## src/cache_cfg_pkg.sv

```systemverilog
package cache_cfg_pkg;

	// Cache geometry.
	// One word per line, direct mapped.
	localparam int addr_w = 16;
	localparam int data_w = 32;
	localparam int index_w = 4;
	localparam int tag_w = addr_w - index_w;
	localparam int num_lines = 1 << index_w;

	// Word address, split as {tag, index}.
	typedef logic [addr_w-1:0] addr_t;
	typedef logic [data_w-1:0] data_t;
	typedef logic [index_w-1:0] index_t;
	typedef logic [tag_w-1:0] tag_t;

	// Entry of the tag RAM.
	// Valid bits live outside the RAM so that reset can clear them.
	typedef struct packed {
		tag_t tag;
		logic dirty;
	} tag_entry_t;

endpackage

```

## src/cache_ctrl_pkg.sv

```systemverilog
package cache_ctrl_pkg;

	// Controller states.
	typedef enum logic [2:0] {
		st_idle,
		st_compare,
		st_read_miss,
		st_read_data,
		st_write_hit,
		st_write_miss,
		st_write_data,
		st_write_back
	} state_t;

	// Source of the word written into the data RAM.
	typedef enum logic {
		sel_cpu,
		sel_dram
	} data_sel_t;

endpackage

```

## src/cache_datapath.sv

```systemverilog
`timescale 1ns/1ps

module cache_datapath (
	input  logic                       clk,
	input  logic                       rst,

	// Strobes from the controller.
	input  logic                       req_capture,
	input  logic                       cache_we,
	input  logic                       sram_we,
	input  logic                       cache_dirty_o,
	input  cache_ctrl_pkg::data_sel_t  sram_data_sel,
	input  logic                       dram_we,

	// Request and DRAM data.
	input  cache_cfg_pkg::addr_t       cpu_addr,
	input  cache_cfg_pkg::data_t       cpu_wdata,
	input  cache_cfg_pkg::data_t       dram_rdata,

	// Status back to the controller.
	output logic                       cache_hit,
	output logic                       cache_valid,
	output logic                       cache_dirty_i,
	output logic                       req_we,

	output cache_cfg_pkg::data_t       cpu_rdata,
	output cache_cfg_pkg::addr_t       dram_addr,
	output cache_cfg_pkg::data_t       dram_wdata
);

	cache_cfg_pkg::addr_t req_addr;
	cache_cfg_pkg::data_t req_wdata;
	cache_cfg_pkg::data_t fill_data;
	cache_cfg_pkg::index_t req_index;
	cache_cfg_pkg::tag_t req_tag;
	logic [cache_cfg_pkg::num_lines-1:0] valid_q;

	cache_cfg_pkg::tag_entry_t tag_wr;
	cache_cfg_pkg::tag_entry_t tag_rd;
	cache_cfg_pkg::data_t data_wr;
	cache_cfg_pkg::data_t data_rd;

	// Request capture.
	always_ff @(posedge clk)
	begin
		if (req_capture)
		begin
			req_addr <= cpu_addr;
			req_wdata <= cpu_wdata;
		end
	end

	always_ff @(posedge clk)
	begin
		if (!rst)
			req_we <= 1'b0;
		else if (req_capture)
			req_we <= cache_we;
	end

	// DRAM word from the ack cycle, written one cycle later.
	always_ff @(posedge clk)
	begin
		fill_data <= dram_rdata;
	end

	assign req_index = req_addr[cache_cfg_pkg::index_w-1:0];
	assign req_tag = req_addr[cache_cfg_pkg::addr_w-1:cache_cfg_pkg::index_w];

	// Valid bits, set by any write of the line.
	always_ff @(posedge clk)
	begin
		if (!rst)
			valid_q <= '0;
		else if (sram_we)
			valid_q[req_index] <= 1'b1;
	end

	assign tag_wr.tag = req_tag;
	assign tag_wr.dirty = cache_dirty_o;
	assign data_wr = (sram_data_sel == cache_ctrl_pkg::sel_dram) ? fill_data : req_wdata;

	cache_line_ram #(
		.entry_t (cache_cfg_pkg::tag_entry_t)
	) u_tag_ram (
		.clk    (clk),
		.we     (sram_we),
		.index  (req_index),
		.wentry (tag_wr),
		.rentry (tag_rd)
	);

	cache_line_ram #(
		.entry_t (cache_cfg_pkg::data_t)
	) u_data_ram (
		.clk    (clk),
		.we     (sram_we),
		.index  (req_index),
		.wentry (data_wr),
		.rentry (data_rd)
	);

	// Line status for the captured index.
	assign cache_hit = (tag_rd.tag == req_tag);
	assign cache_valid = valid_q[req_index];
	assign cache_dirty_i = tag_rd.dirty;

	assign cpu_rdata = data_rd;

	// Write back goes to the victim, a fill to the request.
	assign dram_addr = dram_we ? {tag_rd.tag, req_index} : req_addr;
	assign dram_wdata = data_rd;

endmodule

```

## src/cache_line_ram.sv

```systemverilog
`timescale 1ns/1ps

module cache_line_ram #(
	parameter type entry_t = logic [cache_cfg_pkg::data_w-1:0]
) (
	input  logic                  clk,
	input  logic                  we,
	input  cache_cfg_pkg::index_t index,
	input  entry_t                wentry,
	output entry_t                rentry
);

	// One entry per cache line.
	entry_t mem [cache_cfg_pkg::num_lines];

	// Write on the clock edge.
	always_ff @(posedge clk)
	begin
		if (we)
		begin
			mem[index] <= wentry;
		end
	end

	// Read is asynchronous, so the tag compare settles in the same cycle.
	assign rentry = mem[index];

endmodule

```

## src/l1_cache_controller.sv

```systemverilog
`timescale 1ns/1ps

module l1_cache_controller (
	input  logic                       clk,
	input  logic                       rst,

	// CPU side.
	input  logic                       cache_cs,
	output logic                       cache_ack,

	// Datapath side.
	input  logic                       cache_hit,
	input  logic                       cache_valid,
	input  logic                       cache_dirty_i,
	input  logic                       req_we,
	output logic                       req_capture,
	output logic                       sram_we,
	output logic                       cache_dirty_o,
	output cache_ctrl_pkg::data_sel_t  sram_data_sel,

	// DRAM side.
	output logic                       dram_cs,
	output logic                       dram_we,
	input  logic                       dram_ack
);

	cache_ctrl_pkg::state_t state;
	cache_ctrl_pkg::state_t next_state;
	logic line_hit;

	assign line_hit = cache_hit && cache_valid;

	always_ff @(posedge clk)
	begin
		if (!rst)
			state <= cache_ctrl_pkg::st_idle;
		else
			state <= next_state;
	end

	// Next state.
	always_comb
	begin
		next_state = state;
		case (state)
			cache_ctrl_pkg::st_idle:
			begin
				if (cache_cs)
					next_state = cache_ctrl_pkg::st_compare;
			end

			cache_ctrl_pkg::st_compare:
			begin
				if (line_hit)
				begin
					if (req_we)
						next_state = cache_ctrl_pkg::st_write_hit;
					else
						next_state = cache_ctrl_pkg::st_idle;
				end
				else if (cache_valid && cache_dirty_i)
					next_state = cache_ctrl_pkg::st_write_back;
				else if (req_we)
					next_state = cache_ctrl_pkg::st_write_miss;
				else
					next_state = cache_ctrl_pkg::st_read_miss;
			end

			// Wait for the fill word.
			cache_ctrl_pkg::st_read_miss:
			begin
				if (dram_ack)
					next_state = cache_ctrl_pkg::st_read_data;
			end

			// Back to compare, which then hits and acks.
			cache_ctrl_pkg::st_read_data:
				next_state = cache_ctrl_pkg::st_compare;

			cache_ctrl_pkg::st_write_hit:
				next_state = cache_ctrl_pkg::st_idle;

			cache_ctrl_pkg::st_write_miss:
			begin
				if (dram_ack)
					next_state = cache_ctrl_pkg::st_write_data;
			end

			cache_ctrl_pkg::st_write_data:
				next_state = cache_ctrl_pkg::st_write_hit;

			// Victim is out, so fetch the new line directly.
			cache_ctrl_pkg::st_write_back:
			begin
				if (dram_ack)
				begin
					if (req_we)
						next_state = cache_ctrl_pkg::st_write_miss;
					else
						next_state = cache_ctrl_pkg::st_read_miss;
				end
			end

			default:
				next_state = cache_ctrl_pkg::st_idle;
		endcase
	end

	assign req_capture = (state == cache_ctrl_pkg::st_idle) && cache_cs;

	// Outputs decoded per state.
	always_comb
	begin
		cache_ack = 1'b0;
		sram_we = 1'b0;
		cache_dirty_o = 1'b0;
		sram_data_sel = cache_ctrl_pkg::sel_cpu;
		dram_cs = 1'b0;
		dram_we = 1'b0;
		case (state)
			cache_ctrl_pkg::st_compare:
				cache_ack = line_hit && !req_we;

			cache_ctrl_pkg::st_read_miss,
			cache_ctrl_pkg::st_write_miss:
				dram_cs = 1'b1;

			// Clean fill from DRAM.
			cache_ctrl_pkg::st_read_data,
			cache_ctrl_pkg::st_write_data:
			begin
				sram_we = 1'b1;
				sram_data_sel = cache_ctrl_pkg::sel_dram;
			end

			// CPU word in, line now dirty.
			cache_ctrl_pkg::st_write_hit:
			begin
				sram_we = 1'b1;
				cache_dirty_o = 1'b1;
				cache_ack = 1'b1;
			end

			cache_ctrl_pkg::st_write_back:
			begin
				dram_cs = 1'b1;
				dram_we = 1'b1;
			end

			default:
			begin
				cache_ack = 1'b0;
			end
		endcase
	end

endmodule

```

## src/l1_cache_top.sv

```systemverilog
`timescale 1ns/1ps

module l1_cache_top (
	input  logic                  clk,
	input  logic                  rst,

	// CPU port.
	input  logic                  cache_cs,
	input  logic                  cache_we,
	input  cache_cfg_pkg::addr_t  cpu_addr,
	input  cache_cfg_pkg::data_t  cpu_wdata,
	output logic                  cache_ack,
	output cache_cfg_pkg::data_t  cpu_rdata,

	// DRAM port.
	output logic                  dram_cs,
	output logic                  dram_we,
	output cache_cfg_pkg::addr_t  dram_addr,
	output cache_cfg_pkg::data_t  dram_wdata,
	input  cache_cfg_pkg::data_t  dram_rdata,
	input  logic                  dram_ack
);

	logic req_capture;
	logic sram_we;
	logic cache_dirty_o;
	cache_ctrl_pkg::data_sel_t sram_data_sel;
	logic cache_hit;
	logic cache_valid;
	logic cache_dirty_i;
	logic req_we;

	l1_cache_controller u_ctrl (
		.clk           (clk),
		.rst           (rst),
		.cache_cs      (cache_cs),
		.cache_ack     (cache_ack),
		.cache_hit     (cache_hit),
		.cache_valid   (cache_valid),
		.cache_dirty_i (cache_dirty_i),
		.req_we        (req_we),
		.req_capture   (req_capture),
		.sram_we       (sram_we),
		.cache_dirty_o (cache_dirty_o),
		.sram_data_sel (sram_data_sel),
		.dram_cs       (dram_cs),
		.dram_we       (dram_we),
		.dram_ack      (dram_ack)
	);

	cache_datapath u_dp (
		.clk           (clk),
		.rst           (rst),
		.req_capture   (req_capture),
		.cache_we      (cache_we),
		.sram_we       (sram_we),
		.cache_dirty_o (cache_dirty_o),
		.sram_data_sel (sram_data_sel),
		.dram_we       (dram_we),
		.cpu_addr      (cpu_addr),
		.cpu_wdata     (cpu_wdata),
		.dram_rdata    (dram_rdata),
		.cache_hit     (cache_hit),
		.cache_valid   (cache_valid),
		.cache_dirty_i (cache_dirty_i),
		.req_we        (req_we),
		.cpu_rdata     (cpu_rdata),
		.dram_addr     (dram_addr),
		.dram_wdata    (dram_wdata)
	);

endmodule

```

## config.mk

```make
export PLATFORM = sky130hd
export DESIGN_NAME = l1_cache_top
export DESIGN_NICKNAME = d
export VERILOG_FILES = /design/src/cache_cfg_pkg.sv /design/src/cache_ctrl_pkg.sv /design/src/cache_datapath.sv /design/src/cache_line_ram.sv /design/src/l1_cache_controller.sv /design/src/l1_cache_top.sv
export SDC_FILE = /design/constraint.sdc
export NUM_CORES = 1
export LEC_CHECK = 0
export BUFFER_PORTS_ARGS = -buffer_cell sky130_fd_sc_hd__buf_2
export CAP_MARGIN = 20
export CORE_UTILIZATION = 55
export CTS_CLUSTER_SIZE = 16
export DETAILED_ROUTE_END_ITERATION = 10
export GPL_TIMING_DRIVEN = 0
export PLACE_DENSITY = 0.79
export SYNTH_ARGS = -nofsm -noshare
export SYNTH_HDL_FRONTEND = slang
export SYNTH_SLANG_ARGS = --single-unit
```

## constraint.sdc

```tcl
create_clock -name clk -period 6.02 [get_ports clk]
set_input_delay 0.903 -clock clk [delete_from_list [all_inputs] [get_ports clk]]
set_output_delay 0.903 -clock clk [all_outputs]
set_load 0.03 [all_outputs]
```

==> flow_metrics.py <==
metrics = {
    "status": {
        "status": "finished clean",
    },
    "layout": {
        "nNetsFinal": 1810,
        "layout-drive-gt1-share_pct": 38.8,
        "final_cells": 2549,
        "antenna_cells": 0,
        "design_area_sq_um": 37100,
        "fill_cells": 3410,
        "final_cell_mix": "768 x edfxtp_1, 205 x buf_2, 205 x mux4_2, 85 x clkbuf_16, 56 x dfxtp_1",
        "final_util_pct": 65.6,
        "areaGrowthSynthToFinish_pct": 17.6,
        "final_common_cell": "edfxtp_1",
    },
    "route": {
        "ant_nets": 0,
        "avgViaCountPerCell": 6.31,
        "post-route-drc-count": 0,
        "dr.pass1.iters": 5,
        "drt_iter0_markers": 2006,
        "num_vias": 16081,
        "wirelength_um": 76600,
        "wl_per_cell_um": 30.0,
    },
    "worst_hold_path": {
        "min_path_type": "primary input to flip-flop",
        "hold_end": "u_dp.fill_data[28]$_DFF_P_",
        "min-delay-start": "dram_rdata[28]",
        "min_path_cells": 1,
    },
    "grt": {
        "grt_max_degree": 24,
        "grt_pass1_vias": 16355,
        "met3_usage_pct": 5.20,
        "grt_usage_pct": 27.0,
        "met2_usage_pct": 45.2,
        "antenna_found_initial": 2,
        "grt.busiest_layer": "met2",
        "grt-ovfl-total": 0,
        "gr-usage-met1_pct": 35.1,
        "grt_pass1_wl_um": 110000,
    },
    "clocking": {
        "cts_setup_buffers": 0,
        "cts_buffers": 82,
        "clk_latency_ns": 0.62,
        "hold_buffers": 0,
        "clock_tree.root_cell": "clkbuf_16",
        "htree_levels": 3,
        "cts_tree": "done",
        "path_clk_slew_ns": 0.06,
        "clockBufferDepth": 3,
        "numClockSinks": 824,
        "cts_resized": 0,
    },
    "logic_synthesis": {
        "syn_inst": 1419,
        "yosysSeqAreaShare_pct": 76.7,
        "yosysWarnings": 0,
        "synth-edff-count": 768,
        "synth_area_per_cell_sq_um": 22.2,
        "async_flop_share_pct": 0,
        "synth_nets": 1504,
        "synth_ff_type": "edfxtp_1",
        "synthDistinctLibCells": 50,
        "synth_area_sq_um": 31500,
        "ys_ff_latch": 824,
    },
    "timing": {
        "hold_ws_ns": 0.377,
        "setup_tns_ns": 0,
        "finalHoldViolCount": 0,
        "finalSetupViolCount": 0,
        "tightestPinTransition_ns": 1.06,
        "fmax_mhz": 187,
        "clock_skew_ns": 0.0175,
        "min_period_ns": 5.34,
        "relSlewSlack_pct": 28.9,
        "slew_viol_final": 0,
        "rsz0062_at_grt": "false",
        "period_share_pct": 88.8,
    },
    "worst_setup_path": {
        "start_kind": "flip-flop",
        "r2r_slack_ns": 2.35,
        "critical_path.cell_chain": "buf_6 -> buf_8 -> buf_2 -> buf_2 -> buf_1 -> clkbuf_1 -> mux4_2 -> buf_4 -> buf_2",
        "slowest_delay_ns": 0.83,
        "cp_common_cell": "buf_2",
        "path_buf_inv": 8,
        "worstPathMaxFanout": 10,
        "cpMaxStageDelayCell": "clkbuf_1",
        "worstPathArrival_ns": 4.44,
        "path_delay_family": "buffers and inverters",
        "cp-end-kind": "primary output",
        "critPathKind": "flip-flop to primary output",
        "timing.rr.end": "u_dp.u_data_ram.mem[2][23]$_DFFE_PP_",
        "rr_worst_depth": 10,
        "worst_ep_required_time_ns": 5.12,
        "reg2reg_from": "u_ctrl.state[2]$_SDFFE_PN0P_",
    },
    "placement": {
        "dp_cells": 2396,
        "place_area_sq_um": 34300,
        "gp_congestion": 0.764,
        "numPortBuffers": 167,
        "hpwl_um": 45300,
    },
    "flow_run": {
        "maxCapViolCount": 0,
    },
    "floorplanning": {
        "dieArea_sq_um": 58300,
        "rows": 87,
        "die_y_um": 241,
        "initial_core_util_pct": 55.8,
        "io_pins": 168,
        "die_x_um": 241,
        "core_sq_um": 56500,
    },
    "power_and_ir_drop": {
        "power.density_nw_per_um2": 403,
        "leakage_nw": 12.4,
        "vdd_drop_max_mv": 0.282,
    },
}
==> power breakdown <==
part           internal, mW  switching [mW]  total, mW
sequential             6.58          0.0927       6.68
clock                  3.15            2.13       5.28
combinational          1.18            1.79       2.97
total                  10.9            4.01       14.9
==> per-layer routing <==
layer / vias up / wire length (um)
li1: 6474 / -
met1: 8357 / 28200
met2: 1055 / 38900
met3: 193 / 6570
met4: 2 / 2900
met5: - / 9
==> how the worst max path moves through the flow <==
stage / endpoint / startpoint / cells after the start / slack, ns
finish: dram_wdata[29] / flip-flop / 9 / 0.68
global route: dram_addr[10] / flip-flop / 9 / 0.60
CTS: dram_wdata[29] / flip-flop / 9 / 0.63
detailed placement: dram_wdata[29] / flip-flop / 9 / 1.49
global placement: u_dp.u_data_ram.mem[0][20]$_DFFE_PP_ / u_ctrl.state[2]$_SDFFE_PN0P_ / 5 / -4.34
floorplan: u_dp.u_data_ram.mem[0][0]$_DFFE_PP_ / u_ctrl.state[2]$_SDFFE_PN0P_ / 5 / 0.38
==> per-stage QoR <==
step / total power [mW] / setup WS [ns]
floorplan: 8.85 / 0.385
global placement: 9.63 / -4.34
detailed placement: 9.73 / 1.49
CTS: 15.0 / 0.629
global route: 15.4 / 0.599
finish: 14.9 / 0.676
==> kinds of logic after synthesis <==
kind of cell,synth area share [%]
buf+inv,2.13
simple gates,1.90
compound gates,1.23
xor+xnor,0.306
mux,17.7
flops,76.7
==> final cells by class <==
cell class | instances | area [sq um] | area share, %
clock buffer | 113 | 2290 | 6.18
inverter | 5 | 18.8 | 0.0506
sequential | 824 | 24200 | 65.2
multi-input combinational | 484 | 6770 | 18.3
clock inverter | 39 | 499 | 1.35
timing repair buffer | 222 | 1710 | 4.61
tap | 756 | 946 | 2.55
buffer | 106 | 653 | 1.76
==> flip-flops by register name (all words and copies together) (netlist names), named ones only <==
register	count
u_dp.u_data_ram.mem	512
u_dp.u_tag_ram.mem	208
u_dp.fill_data	32
u_dp.req_wdata	32
u_dp.req_addr	16
u_dp.valid_q	16
u_ctrl.state	3
u_dp.req_we	1
==> cells in the mapped netlist, types with 7 or more instances <==
master / instances / area, sq um
nand2b_1: 7 / 43.8
dfxtp_1: 56 / 1120
nor3_1: 11 / 55.1
xnor2_1: 8 / 70.1
buf_2: 36 / 180
nand3_1: 11 / 55.1
buf_1: 9 / 33.8
o21a_1: 17 / 128
mux2i_1: 38 / 380
o21ai_0: 13 / 65.1
mux2_2: 44 / 495
buf_4: 41 / 308
nor2_1: 24 / 90.1
clkbuf_1: 13 / 48.8
mux4_2: 205 / 4620
edfxtp_1: 768 / 23100
nand2_1: 50 / 188
==> worst reg2reg max path, cell delays in order, from the launching register on <==
cell and delay, ns:
dfxtp_1 0.32, clkbuf_1 0.32, nor3b_1 0.33, buf_2 0.26, a21oi_1 0.12, nor2_1 0.22
nand2_1 0.28, nor3_2 0.89, buf_6 0.28, buf_6 0.18, buf_6 0.19
Note: power is estimated with default switching activity, not from simulation.
